### config.mk
export PLATFORM = sky130hd
export DESIGN_NAME = lsm_top
export DESIGN_NICKNAME = d
export VERILOG_FILES = /design/src/source/lpif_pkg.sv /design/src/source/sb_pkg.sv /design/src/source/lsm_req_track.sv /design/src/source/lsm_req_ack.sv /design/src/source/lsm_wake_sync.sv /design/src/source/lsm_fsm.sv /design/src/source/lsm_top.sv
export SDC_FILE = /design/constraint.sdc
export NUM_CORES = 1
export LEC_CHECK = 0
export BUFFER_PORTS_ARGS = -buffer_cell sky130_fd_sc_hd__buf_2
export CAP_MARGIN = 20
export CORE_AREA = 2 2 82 84
export CTS_CLUSTER_SIZE = 30
export DETAILED_ROUTE_END_ITERATION = 8
export DIE_AREA = 0 0 84 86
export SLEW_MARGIN = 20
export SYNTH_ARGS = -nofsm -noshare
export SYNTH_HDL_FRONTEND = slang
export SYNTH_SLANG_ARGS = --single-unit
### constraint.sdc
create_clock -name lclk -period 3.9 [get_ports lclk]
set_clock_uncertainty 0.1 [all_clocks]
set_input_delay 0.39 -clock lclk [delete_from_list [all_inputs] [get_ports lclk]]
set_output_delay 0.39 -clock lclk [all_outputs]
set_load 0.01 [all_outputs]
### src/source/lpif_pkg.sv
////////////////////
// Link-layer side of the LPIF adapter link state machine.
// Request and status encodings plus the port structs toward the link layer.
// Referenced by scoped name from the top level and the FSM.
////////////////////

`default_nettype none

package lpif_pkg;

  // Link-layer state request, reference code values
  typedef enum logic [3:0] {
    REQ_NOP     = 4'h0,
    REQ_ACTIVE  = 4'h1,
    REQ_IDLE_L1 = 4'h4,
    REQ_RETRAIN = 4'hB
  } state_req_e;

  // Physical-layer status reported to the link layer
  typedef enum logic [3:0] {
    STS_RESET      = 4'h0,
    STS_ACTIVE     = 4'h1,
    STS_IDLE_L1    = 4'h4,
    STS_LINK_ERROR = 4'hA,
    STS_RETRAIN    = 4'hB
  } state_sts_e;

  // From the link layer
  typedef struct packed {
    state_req_e state_req;
    logic       exit_cg_ack;
    logic       stallack;
    logic       wake_req;
  } lp_in_t;

  // Toward the link layer
  typedef struct packed {
    state_sts_e state_sts;
    logic       exit_cg_req;
    logic       stallreq;
    logic       wake_ack;
    logic       phyinl1;
    logic       phyinrecenter;
    logic       lnk_up;
    logic       state_active;
  } pl_out_t;

  // Physical layer control inputs
  typedef struct packed {
    logic link_up;
    logic phy_err;
  } ctl_t;

endpackage

`default_nettype wire

### src/source/sb_pkg.sv
////////////////////
// Sideband encodings exchanged with the remote adapter and the
// link state machine state encoding.
// Referenced by scoped name from the top level and the FSM.
////////////////////

`default_nettype none

package sb_pkg;

  // Sideband state codes, same values as on the wire
  typedef enum logic [3:0] {
    SB_NULL        = 4'h0,
    SB_L1_REQ      = 4'h1,
    SB_L1_STS      = 4'h2,
    SB_ACTIVE_REQ  = 4'h3,
    SB_ACTIVE_STS  = 4'h4,
    SB_LINK_ERROR  = 4'h5,
    SB_RETRAIN_STS = 4'hB
  } sb_state_e;

  // Link state machine states
  typedef enum logic [3:0] {
    LSM_RESET        = 4'h0,
    LSM_RESET_A      = 4'h1,
    LSM_RESET_B      = 4'h2,
    LSM_ACTIVE_A     = 4'h3,
    LSM_ACTIVE       = 4'h4,
    LSM_ACTIVE_B     = 4'h5,
    LSM_ACTIVE_C     = 4'h6,
    LSM_IDLE_L1      = 4'h7,
    LSM_LINK_ERROR   = 4'h8,
    LSM_RETRAIN_A    = 4'h9,
    LSM_RETRAIN_WAIT = 4'hA,
    LSM_RETRAIN      = 4'hB,
    LSM_SB_ACK       = 4'hC,
    LSM_SB_ACK_STALL = 4'hD
  } lsm_state_e;

endpackage

`default_nettype wire

### src/source/lsm_req_track.sv
////////////////////
// Link-layer request tracker.
// Flags a new non-NOP request and holds the flag until the FSM
// consumes it.
////////////////////

`timescale 1ns/10ps
`default_nettype none

module lsm_req_track (
  input  logic                 lclk,
  input  logic                 rst_n,
  input  lpif_pkg::state_req_e state_req,
  input  logic                 req_consume,
  output logic                 req_changed
);

  lpif_pkg::state_req_e state_req_q;
  logic                 fresh_change;

  // New request this cycle, NOP never counts
  assign fresh_change = (state_req != state_req_q) &&
                        (state_req != lpif_pkg::REQ_NOP);

  always_ff @(posedge lclk or negedge rst_n)
  begin
    if (!rst_n)
    begin
      state_req_q <= lpif_pkg::REQ_NOP;
      req_changed <= 1'b0;
    end
    else
    begin
      state_req_q <= state_req;
      // A fresh change in the consume cycle sets the flag again
      req_changed <= fresh_change || (req_changed && !req_consume);
    end
  end

  // Flag stays low across a NOP request
  a_no_rise_on_nop: assert property (@(posedge lclk) disable iff (!rst_n)
    (!req_changed && state_req == lpif_pkg::REQ_NOP) |=> !req_changed);

endmodule

`default_nettype wire

### src/source/lsm_req_ack.sv
////////////////////
// Held request line for the clock-gating exit and stall handshakes.
// A start pulse raises req; the registered ack releases it.
////////////////////

`timescale 1ns/10ps
`default_nettype none

module lsm_req_ack (
  input  logic lclk,
  input  logic rst_n,
  input  logic start,
  input  logic ack,
  output logic req
);

  logic ack_q;

  always_ff @(posedge lclk or negedge rst_n)
  begin
    if (!rst_n)
    begin
      ack_q <= 1'b0;
      req   <= 1'b0;
    end
    else
    begin
      ack_q <= ack;
      // New start wins over release
      if (start)
        req <= 1'b1;
      else if (ack_q)
        req <= 1'b0;
    end
  end

  // Release only after the link layer acknowledged
  a_req_release: assert property (@(posedge lclk) disable iff (!rst_n)
    $fell(req) |-> $past(ack_q));

endmodule

`default_nettype wire

### src/source/lsm_wake_sync.sv
////////////////////
// Wake request synchronizer and acknowledge register.
// wake_ack follows wake_req after SYNC_STAGES+1 clocks.
////////////////////

`timescale 1ns/10ps
`default_nettype none

module lsm_wake_sync #(
  parameter int SYNC_STAGES = 2
) (
  input  logic lclk,
  input  logic rst_n,
  input  logic wake_req,
  output logic wake_ack
);

  logic [SYNC_STAGES-1:0] sync_q;

  always_ff @(posedge lclk or negedge rst_n)
  begin
    if (!rst_n)
    begin
      sync_q   <= '0;
      wake_ack <= 1'b0;
    end
    else
    begin
      sync_q[0] <= wake_req;
      for (int i = 1; i < SYNC_STAGES; i++)
        sync_q[i] <= sync_q[i-1];
      wake_ack <= sync_q[SYNC_STAGES-1];
    end
  end

endmodule

`default_nettype wire

### src/source/lsm_fsm.sv
////////////////////
// LPIF link state machine.
// Walks reset, active, L1, retrain and the link-error trap. Drives the
// status toward the link layer and the downstream sideband code, and
// starts the clock-gating exit and stall handshakes.
////////////////////

`timescale 1ns/10ps
`default_nettype none

module lsm_fsm #(
  parameter int RETRAIN_DELAY = 2
) (
  input  logic                 lclk,
  input  logic                 rst_n,
  input  lpif_pkg::state_req_e state_req,
  input  logic                 req_changed,
  input  sb_pkg::sb_state_e    ustrm_state,
  input  lpif_pkg::ctl_t       ctl,
  input  logic                 cg_req,
  input  logic                 cg_ack,
  input  logic                 stall_req,
  input  logic                 stall_ack,
  output logic                 req_consume,
  output logic                 cg_start,
  output logic                 stall_start,
  output lpif_pkg::state_sts_e state_sts,
  output sb_pkg::sb_state_e    dstrm_state,
  output logic                 phyinl1,
  output logic                 phyinrecenter,
  output logic                 lnk_up,
  output logic                 state_active
);

  localparam int CNT_W = (RETRAIN_DELAY > 1) ? $clog2(RETRAIN_DELAY) : 1;

  sb_pkg::lsm_state_e   state, d_state;
  sb_pkg::lsm_state_e   return_state, d_return_state;
  lpif_pkg::state_sts_e d_state_sts;
  sb_pkg::sb_state_e    d_dstrm_state;
  logic                 d_lnk_up;
  logic                 coldstart, d_coldstart;
  logic                 exit_lp, d_exit_lp;
  logic [CNT_W-1:0]     wait_cnt;
  logic                 wait_done;
  logic                 req_active, req_idle_l1, req_retrain;
  logic                 us_l1_req, us_l1_sts, us_active_req;
  logic                 us_active_sts, us_link_error, us_retrain_sts;
  logic                 sb_ack, exit_active;

  ////////////////////
  // Decodes
  ////////////////////
  assign req_active     = (state_req == lpif_pkg::REQ_ACTIVE);
  assign req_idle_l1    = (state_req == lpif_pkg::REQ_IDLE_L1);
  assign req_retrain    = (state_req == lpif_pkg::REQ_RETRAIN);
  assign us_l1_req      = (ustrm_state == sb_pkg::SB_L1_REQ);
  assign us_l1_sts      = (ustrm_state == sb_pkg::SB_L1_STS);
  assign us_active_req  = (ustrm_state == sb_pkg::SB_ACTIVE_REQ);
  assign us_active_sts  = (ustrm_state == sb_pkg::SB_ACTIVE_STS);
  assign us_link_error  = (ustrm_state == sb_pkg::SB_LINK_ERROR);
  assign us_retrain_sts = (ustrm_state == sb_pkg::SB_RETRAIN_STS);

  // Remote side answers while our request is still on the wire
  assign sb_ack = (us_l1_sts && dstrm_state == sb_pkg::SB_L1_REQ) ||
                  (us_active_sts && dstrm_state == sb_pkg::SB_ACTIVE_REQ);

  assign exit_active = coldstart || us_l1_req || us_link_error ||
                       (req_changed && (req_retrain || req_idle_l1));

  assign wait_done    = (wait_cnt == CNT_W'(RETRAIN_DELAY - 1));
  assign state_active = (state_sts == lpif_pkg::STS_ACTIVE);

  ////////////////////
  // Next state
  ////////////////////
  always_comb
  begin
    d_state        = state;
    d_state_sts    = state_sts;
    d_dstrm_state  = dstrm_state;
    d_return_state = return_state;
    d_lnk_up       = lnk_up;
    d_coldstart    = coldstart;
    d_exit_lp      = exit_lp;
    req_consume    = 1'b0;
    cg_start       = 1'b0;
    stall_start    = 1'b0;
    if (ctl.phy_err)
    begin
      d_state       = sb_pkg::LSM_LINK_ERROR;
      d_state_sts   = lpif_pkg::STS_LINK_ERROR;
      d_dstrm_state = sb_pkg::SB_LINK_ERROR;
    end
    else
    begin
      case (state)
        sb_pkg::LSM_RESET:
        begin
          d_state_sts = lpif_pkg::STS_RESET;
          if (ctl.link_up)
            d_state = us_active_req ? sb_pkg::LSM_RESET_B : sb_pkg::LSM_RESET_A;
        end
        sb_pkg::LSM_RESET_B:
        begin
          if (!us_active_req)
            d_state = sb_pkg::LSM_RESET_A;
          else
          begin
            d_dstrm_state = sb_pkg::SB_ACTIVE_STS;
            cg_start      = 1'b1;
            d_state       = sb_pkg::LSM_ACTIVE_A;
          end
        end
        sb_pkg::LSM_RESET_A:
        begin
          d_lnk_up      = 1'b1;
          d_dstrm_state = sb_pkg::SB_NULL;
          if (coldstart || us_active_req)
          begin
            cg_start = 1'b1;
            d_state  = sb_pkg::LSM_ACTIVE_A;
          end
          else if (req_active && req_changed)
            d_state = sb_pkg::LSM_ACTIVE_C;
          else if (us_link_error)
            d_state = sb_pkg::LSM_LINK_ERROR;
        end
        sb_pkg::LSM_ACTIVE_C:
        begin
          d_dstrm_state  = sb_pkg::SB_ACTIVE_REQ;
          d_return_state = sb_pkg::LSM_ACTIVE_A;
          d_state        = sb_pkg::LSM_SB_ACK;
        end
        sb_pkg::LSM_ACTIVE_A:
        begin
          if (cg_req && cg_ack)
          begin
            d_state_sts   = lpif_pkg::STS_ACTIVE;
            d_dstrm_state = sb_pkg::SB_ACTIVE_STS;
            d_state       = sb_pkg::LSM_ACTIVE;
          end
        end
        sb_pkg::LSM_ACTIVE:
        begin
          if (exit_active)
          begin
            req_consume = 1'b1;
            // Local L1 goes to the sideband first, no stall
            stall_start = !req_idle_l1;
            d_state     = sb_pkg::LSM_ACTIVE_B;
          end
        end
        sb_pkg::LSM_ACTIVE_B:
        begin
          if ((stall_req && stall_ack) || req_idle_l1)
          begin
            if (req_retrain || coldstart)
            begin
              d_state_sts   = lpif_pkg::STS_RETRAIN;
              d_dstrm_state = sb_pkg::SB_RETRAIN_STS;
              d_state       = sb_pkg::LSM_RETRAIN_A;
            end
            else if (req_idle_l1)
            begin
              d_dstrm_state  = sb_pkg::SB_L1_REQ;
              d_return_state = sb_pkg::LSM_IDLE_L1;
              d_state        = sb_pkg::LSM_SB_ACK;
            end
            else if (us_l1_req)
            begin
              d_state_sts = lpif_pkg::STS_IDLE_L1;
              d_state     = sb_pkg::LSM_IDLE_L1;
            end
            else if (us_link_error)
              d_state = sb_pkg::LSM_LINK_ERROR;
          end
        end
        sb_pkg::LSM_IDLE_L1:
        begin
          d_state_sts   = lpif_pkg::STS_IDLE_L1;
          d_dstrm_state = sb_pkg::SB_L1_STS;
          if (us_active_req)
            d_state = sb_pkg::LSM_RETRAIN_A;
          else if ((req_active || req_retrain) && req_changed)
          begin
            req_consume    = 1'b1;
            d_exit_lp      = 1'b1;
            d_dstrm_state  = sb_pkg::SB_ACTIVE_REQ;
            d_return_state = sb_pkg::LSM_RETRAIN_A;
            d_state        = sb_pkg::LSM_SB_ACK;
          end
          else if (us_link_error)
            d_state = sb_pkg::LSM_LINK_ERROR;
        end
        sb_pkg::LSM_LINK_ERROR:
        begin
          // Trap until reset
          d_state_sts   = lpif_pkg::STS_LINK_ERROR;
          d_dstrm_state = sb_pkg::SB_LINK_ERROR;
        end
        sb_pkg::LSM_RETRAIN_A:
        begin
          if (!us_active_req)
            d_dstrm_state = sb_pkg::SB_RETRAIN_STS;
          d_state = sb_pkg::LSM_RETRAIN_WAIT;
        end
        sb_pkg::LSM_RETRAIN_WAIT:
        begin
          // Old clock-gating ack must be gone before a new request
          if (wait_done && !cg_ack &&
              (us_active_req || coldstart || exit_lp || us_retrain_sts))
          begin
            d_state_sts = lpif_pkg::STS_RETRAIN;
            d_state     = sb_pkg::LSM_RETRAIN;
          end
        end
        sb_pkg::LSM_RETRAIN:
        begin
          cg_start      = 1'b1;
          d_dstrm_state = sb_pkg::SB_RETRAIN_STS;
          if ((req_active && req_changed) || coldstart || exit_lp)
          begin
            req_consume = 1'b1;
            d_coldstart = 1'b0;
            d_exit_lp   = 1'b0;
            d_state     = sb_pkg::LSM_ACTIVE_A;
          end
          else if (us_active_req)
          begin
            d_dstrm_state = sb_pkg::SB_ACTIVE_STS;
            d_state       = sb_pkg::LSM_ACTIVE_A;
          end
          else if (us_link_error)
            d_state = sb_pkg::LSM_LINK_ERROR;
        end
        sb_pkg::LSM_SB_ACK:
        begin
          if (sb_ack && exit_active)
          begin
            stall_start = 1'b1;
            d_state     = sb_pkg::LSM_SB_ACK_STALL;
          end
          else if (sb_ack)
          begin
            cg_start = (return_state == sb_pkg::LSM_ACTIVE_A);
            d_state  = return_state;
          end
        end
        sb_pkg::LSM_SB_ACK_STALL:
        begin
          if (stall_req && stall_ack)
          begin
            d_state = return_state;
            if (return_state == sb_pkg::LSM_IDLE_L1)
              d_state_sts = lpif_pkg::STS_IDLE_L1;
          end
        end
        default: d_state = sb_pkg::LSM_RESET;
      endcase
    end
  end

  ////////////////////
  // State and status registers
  ////////////////////
  always_ff @(posedge lclk or negedge rst_n)
  begin
    if (!rst_n)
    begin
      state         <= sb_pkg::LSM_RESET;
      return_state  <= sb_pkg::LSM_RESET;
      state_sts     <= lpif_pkg::STS_RESET;
      dstrm_state   <= sb_pkg::SB_NULL;
      lnk_up        <= 1'b0;
      coldstart     <= 1'b1;
      exit_lp       <= 1'b0;
      phyinl1       <= 1'b0;
      phyinrecenter <= 1'b0;
      wait_cnt      <= '0;
    end
    else
    begin
      state         <= d_state;
      return_state  <= d_return_state;
      state_sts     <= d_state_sts;
      dstrm_state   <= d_dstrm_state;
      lnk_up        <= d_lnk_up;
      coldstart     <= d_coldstart;
      exit_lp       <= d_exit_lp;
      // Flags follow the next status so they move with state_sts
      phyinl1       <= (d_state_sts == lpif_pkg::STS_IDLE_L1);
      phyinrecenter <= (d_state_sts == lpif_pkg::STS_RETRAIN);
      if (state != sb_pkg::LSM_RETRAIN_WAIT)
        wait_cnt <= '0;
      else if (!wait_done)
        wait_cnt <= wait_cnt + 1'b1;
    end
  end

  a_active_sts: assert property (@(posedge lclk) disable iff (!rst_n)
    state == sb_pkg::LSM_ACTIVE |-> state_sts == lpif_pkg::STS_ACTIVE);

  a_phy_err_trap: assert property (@(posedge lclk) disable iff (!rst_n)
    ctl.phy_err |=> state == sb_pkg::LSM_LINK_ERROR &&
                    state_sts == lpif_pkg::STS_LINK_ERROR);

endmodule

`default_nettype wire

### src/source/lsm_top.sv
////////////////////
// Top level of the LPIF link state machine.
// Connects request tracker, FSM, the two handshake blocks and the
// wake synchronizer, and packs the link-layer outputs.
////////////////////

`timescale 1ns/10ps
`default_nettype none

module lsm_top #(
  parameter int SYNC_STAGES   = 2,
  parameter int RETRAIN_DELAY = 2
) (
  input  logic               lclk,
  input  logic               rst_n,
  input  lpif_pkg::lp_in_t   lp,
  input  sb_pkg::sb_state_e  ustrm_state,
  input  lpif_pkg::ctl_t     ctl,
  output lpif_pkg::pl_out_t  pl,
  output sb_pkg::sb_state_e  dstrm_state
);

  logic                 req_changed;
  logic                 req_consume;
  logic                 cg_start, cg_req;
  logic                 stall_start, stall_req;
  lpif_pkg::state_sts_e state_sts;
  logic                 phyinl1, phyinrecenter;
  logic                 lnk_up, state_active;
  logic                 wake_ack;

  lsm_req_track req_track_inst (
    .lclk        (lclk),
    .rst_n       (rst_n),
    .state_req   (lp.state_req),
    .req_consume (req_consume),
    .req_changed (req_changed)
  );

  lsm_fsm #(
    .RETRAIN_DELAY (RETRAIN_DELAY)
  ) fsm_inst (
    .lclk          (lclk),
    .rst_n         (rst_n),
    .state_req     (lp.state_req),
    .req_changed   (req_changed),
    .ustrm_state   (ustrm_state),
    .ctl           (ctl),
    .cg_req        (cg_req),
    .cg_ack        (lp.exit_cg_ack),
    .stall_req     (stall_req),
    .stall_ack     (lp.stallack),
    .req_consume   (req_consume),
    .cg_start      (cg_start),
    .stall_start   (stall_start),
    .state_sts     (state_sts),
    .dstrm_state   (dstrm_state),
    .phyinl1       (phyinl1),
    .phyinrecenter (phyinrecenter),
    .lnk_up        (lnk_up),
    .state_active  (state_active)
  );

  // Clock-gating exit handshake
  lsm_req_ack cg_ack_inst (
    .lclk  (lclk),
    .rst_n (rst_n),
    .start (cg_start),
    .ack   (lp.exit_cg_ack),
    .req   (cg_req)
  );

  // Stall handshake
  lsm_req_ack stall_ack_inst (
    .lclk  (lclk),
    .rst_n (rst_n),
    .start (stall_start),
    .ack   (lp.stallack),
    .req   (stall_req)
  );

  lsm_wake_sync #(
    .SYNC_STAGES (SYNC_STAGES)
  ) wake_sync_inst (
    .lclk     (lclk),
    .rst_n    (rst_n),
    .wake_req (lp.wake_req),
    .wake_ack (wake_ack)
  );

  assign pl = '{
    state_sts:     state_sts,
    exit_cg_req:   cg_req,
    stallreq:      stall_req,
    wake_ack:      wake_ack,
    phyinl1:       phyinl1,
    phyinrecenter: phyinrecenter,
    lnk_up:        lnk_up,
    state_active:  state_active
  };

endmodule

`default_nettype wire

# After elaboration in Yosys (flattened, before gate mapping)
# Cells that the tools add are included.
# word_totals
regBits,34
latch_bits,0
ram_bits,0
n_memories,0
inputBits,15
mem_bits_ro,0
# op_classes
n_shift,0
add_sub_neg,1
muxes,75
order_cmp,0
reduce_logical,42
n_eq_ne,48
mul,0
bitwise,1
n_div,0
# op_table
op,count
4-bit two-way mux,42
4-bit one-hot mux with 14 select lines,1
4-bit by 3-bit == test with 1-bit output (second input constant),9
4-bit == test (second input constant),9
4-bit one-hot mux with 9 select lines,1
4-bit one-hot mux with 7 select lines,1
4-bit by 2-bit == test with 1-bit output (second input constant),6
1-bit two-way mux,23
4-bit by 1-bit == test with 1-bit output (second input constant),5
3-bit by 2-bit inequality test with 1-bit output (second input constant),6
1-bit logical OR,14
1-bit logical AND,12
4-bit one-hot mux with 3 select lines,1
10-bit nonzero test,1
2-bit by 1-bit inequality test with 1-bit output (second input constant),4
4-bit by 2-bit inequality test with 1-bit output (second input constant),2
8-bit AND reduction,1
7-bit AND reduction,1
2-bit inequality test (second input constant),3
3-bit inequality test (second input constant),2
6-bit AND reduction,1
2-bit nonzero test,3
5-bit AND reduction,1
4-bit logical NOT,1
13 further kinds,17

# Longest topological paths before layout
# Gate-level depths: netlist of run 1.
# logic_depth
ltp_word,10
ltp_mapped,9

# By module
# Synthesis of run 1 repeated with hierarchy kept, for this count alone.
# hier_totals
cells_unflattened,273
hier_area_um2,2396.0
# by_module_without_submodules
module,n_inst,area_per_inst_um2,cells_each,seq_area_each_um2
lsm_fsm,1,1963.1,242,551.8
lsm_req_track,1,182.7,13,125.1
lsm_req_ack,2,61.3,4,50.0
lsm_wake_sync,1,75.1,3,75.1
lsm_top,1,52.6,7,0.0

# Least setup slack after synthesis of run 1
# OpenSTA, ideal clock, no wires.
# synth_timing
kind,input port to flip-flop
from,in lp[4] (netlist bit)
to,reg fsm_inst.state[2]
t_arrival_ns,2.309
slack_ns,1.417
cell_stages,9
required_ns,3.726
path_buffers,3
cell_sequence,buf_6 or4b_1 buf_2 a32o_1 o21bai_1 or3_1 buf_2 a41o_1 a21oi_2
# synth_via
elab_chain_cells,8
# synth_lines
element,line,text
start: declaration,lsm_top.sv:16,"input lpif_pkg::lp_in_t lp,"
4-bit == test or 4-bit by 3-bit == test with 1-bit output (tied branches),"lsm_fsm.sv:56, lsm_fsm.sv:55",
1-bit logical OR,lsm_fsm.sv:69,(req_changed && (req_retrain || req_idle_l1));
1-bit logical AND,lsm_fsm.sv:69,
1-bit logical OR,lsm_fsm.sv:68,assign exit_active = coldstart || us_l1_req || us_link_error ||
1-bit logical AND,lsm_fsm.sv:239,if (sb_ack && exit_active)
4-bit two-way mux,lsm_fsm.sv:239,
4-bit one-hot mux with 14 select lines,lsm_fsm.sv:97,case (state)
4-bit two-way mux,lsm_fsm.sv:89,if (ctl.phy_err)
end signal: assignment,lsm_fsm.sv:271,state <= sb_pkg::LSM_RESET;
end signal: assignment,lsm_fsm.sv:284,state <= d_state;
end: declaration,lsm_fsm.sv:37,"sb_pkg::lsm_state_e state, d_state;"
# Parallel ways exist; a longest one is shown, timed or not. The select of a mux whose other input is x is not followed.
# A chain may end at the register's enable or synchronous reset.

# Worst setup path in the final report of run 1
# layout_timing
from,reg fsm_inst.state[2]
to,reg fsm_inst.state[3]
# layout_via
elab_chain_cells,3
# layout_lines
element,line
4-bit == test (tied with other cells),lsm_fsm.sv:97
4-bit by 2-bit inequality test with 1-bit output (no line) (tied with other cells),--
8-bit AND reduction (no line) or 4-bit two-way mux (tied branches),--
# Parallel ways exist; a longest one is shown, timed or not.

==> qor.csv, run 1 <==
stage,metric,value,unit
placed_design,placed_area,2610,µm²
run_status,status,completed,
pwr,p_per_area,254,nW/µm²
yosys,synth-edff-count,0,
placed_design,post-place-cells,379,
timing,fmax,0.376,GHz
floorplanning,die_w,84,µm
floorplanning,die_area,7220,µm²
cells_and_area,nets,324,
cells_and_area,instances_no_fill,387,
setup_path,crit_path_end_kind,register,
route,routedWlPerCell,19.3,µm
global_routing,grt_usage,20.8,%
timing,slew_violations,0,
global_routing,grt_pass1_vias,2242,
timing,finalSetupViolCount,0,
timing,tns,0,ps
yosys,synth-seq-cells,34,
clock_network,cts_buffers,5,
yosys,netlist_area,2450,µm²
setup_path,start_kind,register,
yosys,synth-async-reset-ratio,100,%
yosys,syn_area_per_cell,8.36,µm²
timing,whs,80.2,ps
clock_network,path_clk_slew,70,ps
setup_path,crit_path_max_fanout,15,
placed_design,port_buffers,29,
setup_path,criticalPathCategory,register to register,
timing,min_period,2660,ps
cells_and_area,antennaDiodeCount,0,
clock_network,cts_buffer_depth,2,
clock_network,cts_tree,done,
pwr,leakagePower,0.00112,µW
timing,rsz0062_at_grt,false,
route,remaining_drc_errors,0,
route,first_iter_violations,284,
yosys,synth_ff_type,dfrtp_1,
placed_design,hpwlAfterDp,5400,µm
clock_network,clock_latency,280,ps
global_routing,globalRouteOverflowTotal,0,
yosys,synth_cell_type_count,62,
worst_hold_path,min_path_type,input pin to asynchronous set/reset pin,
global_routing,antenna_found_initial,0,
setup_path,arrival,2720,ps
global_routing,grt_max_degree,35,
global_routing,grt_first_pass_wirelength,11900,µm
floorplanning,coreArea,6280,µm²
setup_path,required,3960,ps
pwr,ir_worst_vdd,0.106,mV
timing,hold_viol_final,0,
yosys,yosysSeqAreaShare,34.8,%
route,dr.pass1.iters,6,
run,drv_cap,0,
yosys,synth_cells,293,
floorplanning,io_pins,30,
timing,worstMarginPinSlew,821,ps
yosys,ys_warn_count,0,
floorplanning,rows,29,
setup_path,path_cells,"nor4bb_2, a32o_1, o21bai_1, or3_1, mux2i_1, nand2_1",
cells_and_area,fillers,639,
clock_network,ctsResizeCount,0,
route,dr_total_vias,2477,
cells_and_area,drive_above_1_share,17.1,%
route,wl,7470,µm
floorplanning,die_h,86,µm
floorplanning,initial_core_util,39.0,%
route,ant_nets,0,
timing,maxSlewHeadroom,44.5,%
timing,fin_crit_sh,68.2,%
setup_path,max_stage_delay,760,ps
clock_network,cts_setup_buffers,0,
clock_network,clock-sinks,34,
yosys,syn-num-nets,308,
clock_network,htreeDepth,2,
cells_and_area,area_growth_syn_to_layout,10.5,%
clock_network,cts.root.buffer_cell,clkbuf_8,
clock_network,cts_hold_buf,0,
cells_and_area,final_cell_area,2710,µm²
setup_path,crit_slowest_cell,nor4bb_2,
route,viasPerCell,6.40,
placed_design,gp_congestion,0.903,
## worst paths after layout
path	start	to	slack (ps)	cells past startpoint
max reg2reg	fsm_inst.state[2]	fsm_inst.state[3]	1240	6
max	fsm_inst.state[2]	fsm_inst.state[3]	1240	6
min in group lclk	lp[0]	wake_sync_inst.sync_q[0]	120	1
min	rst_n	fsm_inst.exit_lp	80	1
min reg2reg	wake_sync_inst.sync_q[1]	wake_sync_inst.wake_ack	250	0
max in group asynchronous	rst_n	fsm_inst.dstrm_state[3]	3120	1
## cells in the final DEF, fill, tap and decap left out, types with 4 or more instances in the layout
cell and instances:
o31ai_1 4, or3_1 4, a21o_1 4, nand3_1 8
o21ai_0 24, nand2b_1 6, dfrtp_1 33, a21oi_1 16
o22ai_1 7, a31oi_1 6, nor2b_1 8, nor2_1 17
xor2_1 5, nand2_1 22, clkbuf_8 6, buf_4 8
nor4_1 4, buf_2 29, nor4b_1 5, o311ai_0 5
inv_1 7, a221oi_1 6, nand3b_1 5, nor3_1 8
## metrics by stage
step / setup WS, ps / power [µW] / util (%)
2_1_floorplan: 1420 / 391 / -
3_3_place_gp: 1010 / 418 / 41.5
3_5_place_dp: 1080 / 419 / 41.5
4_1_cts: 1060 / 694 / 43.0
5_1_grt: 1030 / 712 / 43.1
6_report: 1240 / 688 / 43.1
## power breakdown
group / total (µW) / switching, µW / internal, µW
registers: 359 / 1.58 / 357
clock network: 276 / 134 / 143
logic: 52.6 / 36.0 / 16.6
total: 688 / 171 / 516
## registers in the layout (all words and copies together) (netlist names), 2 cells and up
name	count
fsm_inst.dstrm_state	4
fsm_inst.return_state	4
fsm_inst.state	4
fsm_inst.state_sts	4
req_track_inst.state_req_q	4
wake_sync_inst.sync_q	2
## layer usage
metal / wire, µm / vias to the layer above / part of all wire [%] / track usage, %
met3: 616 / 16 / 8.2 / 4.23
li1: - / 1137 / - / -
met5: 0 / - / 0 / 0
met4: 144 / 0 / 1.9 / 5.43
met1: 3390 / 1179 / 45 / 29.7
met2: 3320 / 145 / 44 / 32.3
## Yosys cell counts (4+ instances only)
cell type | n | area share, %
o22ai_1 | 7 | 1.8
a221oi_1 | 6 | 2.1
nand2b_1 | 6 | 1.5
nand3b_1 | 5 | 1.5
nor4b_1 | 5 | 1.8
clkbuf_1 | 15 | 2.3
inv_1 | 7 | 1.1
nand2_1 | 22 | 3.4
nor4_1 | 4 | 1.0
a31oi_1 | 6 | 1.5
o31ai_1 | 4 | 1.2
buf_4 | 7 | 2.1
o311ai_0 | 5 | 1.8
nor2b_1 | 8 | 2.0
nor3_1 | 8 | 1.6
a21oi_1 | 16 | 3.3
nand3_1 | 8 | 1.6
or3_1 | 4 | 1.0
xor2_1 | 5 | 1.8
dfrtp_1 | 33 | 34
a21o_1 | 4 | 1.2
nor2_1 | 17 | 2.6
nor4bb_1 | 4 | 1.6
o21ai_0 | 24 | 4.9
## layout make-up
type,count,area (µm²),area share (%)
Multi-Input combinational cell,223,1430,52.9
Sequential cell,34,852,31.5
Timing Repair Buffer,37,205,7.59
Tap cell,77,96.3,3.56
Clock buffer,7,86.3,3.19
Inverter,8,30.0,1.11
Clock inverter,1,5.00,0.185
## logic make-up after synthesis
| family | after synthesis | synth area share [%] |
|---|---|---|
| AND/OR/NAND/NOR | 116 | 27.8 |
| AO/OA/AOI/OAI | 99 | 27.3 |
| XOR/XNOR | 6 | 2.15 |
| buffers and inverters | 36 | 7.05 |
| multiplexers | 2 | 0.869 |
| flip-flops | 34 | 34.8 |
## critical path: cells and delay by family, from the launching register on
family / cells / cell delay [ps]
AO/OA/AOI/OAI: 2 / 480
flip-flops: 1 / 670
multiplexers: 1 / 210
AND/OR/NAND/NOR: 3 / 1080
(Power assumes the default switching activity.)
==> inputs of run 2 (changes only) <==
==> constraint.sdc (replaced) <==
create_clock -name lclk -period 2.45 [get_ports lclk]
set_clock_uncertainty 0.1 [all_clocks]
set_input_delay 0.245 -clock lclk [delete_from_list [all_inputs] [get_ports lclk]]
set_output_delay 0.245 -clock lclk [all_outputs]
set_load 0.01 [all_outputs]
==> run 2 against run 1 <==
Net effect: non-clock buffer count increased by 44; global-route usage increased by 2.3 points; critical path depth increased by 1; sequential share of layout area decreased by 3.6 points; power increased by 76%; first-iteration DRC count decreased by 9.2%; hold slack got worse by 60 ps; highest routed layer unchanged.
==> qor.csv, run 2 (synthesis results as in run 1) <==
stage,metric,value,unit,change
setup_path,start_kind,register,,unchanged
pwr,ir_worst_vdd,0.195,mV,was 0.106 mV
cells_and_area,final_common_cell,buf_4,,was dfrtp_1
run,drv_cap,0,,unchanged
global_routing,grt_use_met1,33.4,%,was 29.7%
timing,min_period,2360,ps,was 2660 ps
placed_design,gp_congestion,0.940,,was 0.903
setup_path,arrival,2490,ps,was 2720 ps
floorplanning,rows,29,,unchanged
timing,tns,0,ps,unchanged
cells_and_area,antennaDiodeCount,0,,unchanged
clock_network,htreeDepth,2,,unchanged
floorplanning,die_h,86,µm,unchanged
clock_network,cts_buffers,5,,unchanged
cells_and_area,drive_above_1_share,27.4,%,was 17.1%
clock_network,cts_setup_buffers,0,,unchanged
run_status,status,completed,,unchanged
floorplanning,coreArea,6280,µm²,unchanged
placed_design,place_ws,12.4,ps,was 1080 ps
global_routing,top_usage_layer,met2,,unchanged
timing,finalSetupViolCount,0,,unchanged
setup_path,crit_path_max_fanout,5,,was 15
setup_path,cpLargestDelayFamily,simple AND/OR/NAND/NOR gates,,unchanged
timing,post-route-worst-setup-slack,91.6,ps,was 1240 ps
timing,fin_crit_sh,96.3,%,was 68.2%
timing,maxSlewHeadroom,47.6,%,was 44.5%
global_routing,grt_max_degree,35,,unchanged
setup_path,crit_path_end_kind,register,,unchanged
global_routing,grt_usage,23.0,%,was 20.8%
placed_design,post-place-cells,419,,was 379
timing,fmax,0.424,GHz,was 0.376 GHz
placed_design,hpwlAfterDp,5960,µm,was 5400 µm
route,ant_nets,0,,unchanged
route,dr.pass1.iters,5,,was 6
floorplanning,initial_core_util,39.0,%,unchanged
route,viasPerCell,5.96,,was 6.40
route,dr_total_vias,2569,,was 2477
clock_network,clock_latency,300,ps,was 280 ps
cells_and_area,instances_no_fill,431,,was 387
setup_path,path_buf_inv,1,,was 0
timing,slew_violations,0,,unchanged
setup_path,criticalPathCategory,register to register,,unchanged
clock_network,clock-sinks,34,,unchanged
cells_and_area,nets,368,,was 324
worst_hold_path,min_path_type,input pin to register,,was input pin to asynchronous set/reset pin
setup_path,required,2580,ps,was 3960 ps
floorplanning,die_w,84,µm,unchanged
pwr,p_per_area,394,nW/µm²,was 254 nW/µm²
setup_path,path_cells,"or4b_1, a211oi_1, buf_4, o22ai_1, or3_1, a41o_1, a21oi_2",,"was nor4bb_2, a32o_1, o21bai_1, or3_1, mux2i_1, nand2_1"
setup_path,r2r_slack,90,ps,was 1240 ps
global_routing,grt_first_pass_wirelength,13000,µm,was 11900 µm
global_routing,grt.met2_usage,36.0,%,was 32.3%
placed_design,port_buffers,29,,unchanged
setup_path,max_stage_delay,530,ps,was 760 ps
clock_network,cts.root.buffer_cell,clkbuf_8,,unchanged
floorplanning,die_area,7220,µm²,unchanged
timing,rsz0062_at_grt,false,,unchanged
global_routing,use_met3,3.85,%,was 4.23%
setup_path,crit_slowest_cell,or4b_1,,was nor4bb_2
timing,hold_viol_final,0,,unchanged
clock_network,cts_tree,done,,unchanged
timing,whs,20.1,ps,was 80.2 ps
route,routedWlPerCell,18.6,µm,was 19.3 µm
clock_network,cts_buffer_depth,2,,unchanged
cells_and_area,final_cell_mix,"48 x buf_4, 30 x dfrtp_1, 29 x buf_2",,"was 33 x dfrtp_1, 29 x buf_2, 24 x o21ai_0"
floorplanning,io_pins,30,,unchanged
clock_network,path_clk_slew,80,ps,was 70 ps
global_routing,globalRouteOverflowTotal,0,,unchanged
pwr,leakagePower,0.00135,µW,was 0.00112 µW
global_routing,grt_pass1_vias,2386,,was 2242
route,first_iter_violations,258,,was 284
cells_and_area,area_growth_syn_to_layout,25.3,%,was 10.5%
timing,worstMarginPinSlew,786,ps,was 821 ps
cells_and_area,final_core_util,48.9,%,was 43.1%
route,wl,8000,µm,was 7470 µm
global_routing,antenna_found_initial,0,,unchanged
route,remaining_drc_errors,0,,unchanged
-- run 2: timing repair --
item,4_1_cts,5_1_grt
endpoints found under the setup margin,0,5
resized for setup,0,5
hold buffers,4,0
hold endpoints to repair,36,0
-- run 2: metal layers --
| metal | wire length (µm) | share of wire (%) | vias up |
|---|---|---|---|
| met4 | 135 | 1.7 | 0 |
| met1 | 3670 | 46 | 1224 |
| met3 | 552 | 6.9 | 15 |
| met2 | 3640 | 45 | 105 |
| met5 | 0 | 0 | - |
| li1 | - | - | 1225 |
-- run 2: final cells by class --
cell class	instances	area, µm²
Fill cell	640	3210
Multi-Input combinational cell	223	1430
Sequential cell	34	856
Timing Repair Buffer	81	546
Tap cell	77	96.3
Clock buffer	5	68.8
Clock inverter	3	40.0
Inverter	8	30.0
-- run 2: worst paths after layout --
kind | start | end | cells past startpoint
worst max-delay path | fsm_inst.dstrm_state[3] | fsm_inst.state[2] | 7
worst min register to register | wake_sync_inst.sync_q[0] | wake_sync_inst.sync_q[1] | 0
max in group asynchronous | rst_n | fsm_inst.state[0] | 2
worst max register to register | fsm_inst.dstrm_state[3] | fsm_inst.state[2] | 7
worst min-delay path | lp[5] | req_track_inst.state_req_q[2] | 1
min in group asynchronous | rst_n | req_track_inst.state_req_q[0] | 2
-- run 2: power breakdown --
group / switching [µW] / leakage, µW / internal [µW]
Combinational: 60.9 / 0.000874 / 34.9
Clock: 242 / 0.0000579 / 300
Sequential: 2.48 / 0.000414 / 568
-- run 2: stage by stage --
stage | total power, µW | instance area, µm²
2_1_floorplan | 623 | 2450
3_3_place_gp | 671 | 2910
3_5_place_dp | 673 | 2910
4_1_cts | 1220 | 3060
5_1_grt | 1250 | 3070
6_report | 1210 | 3070
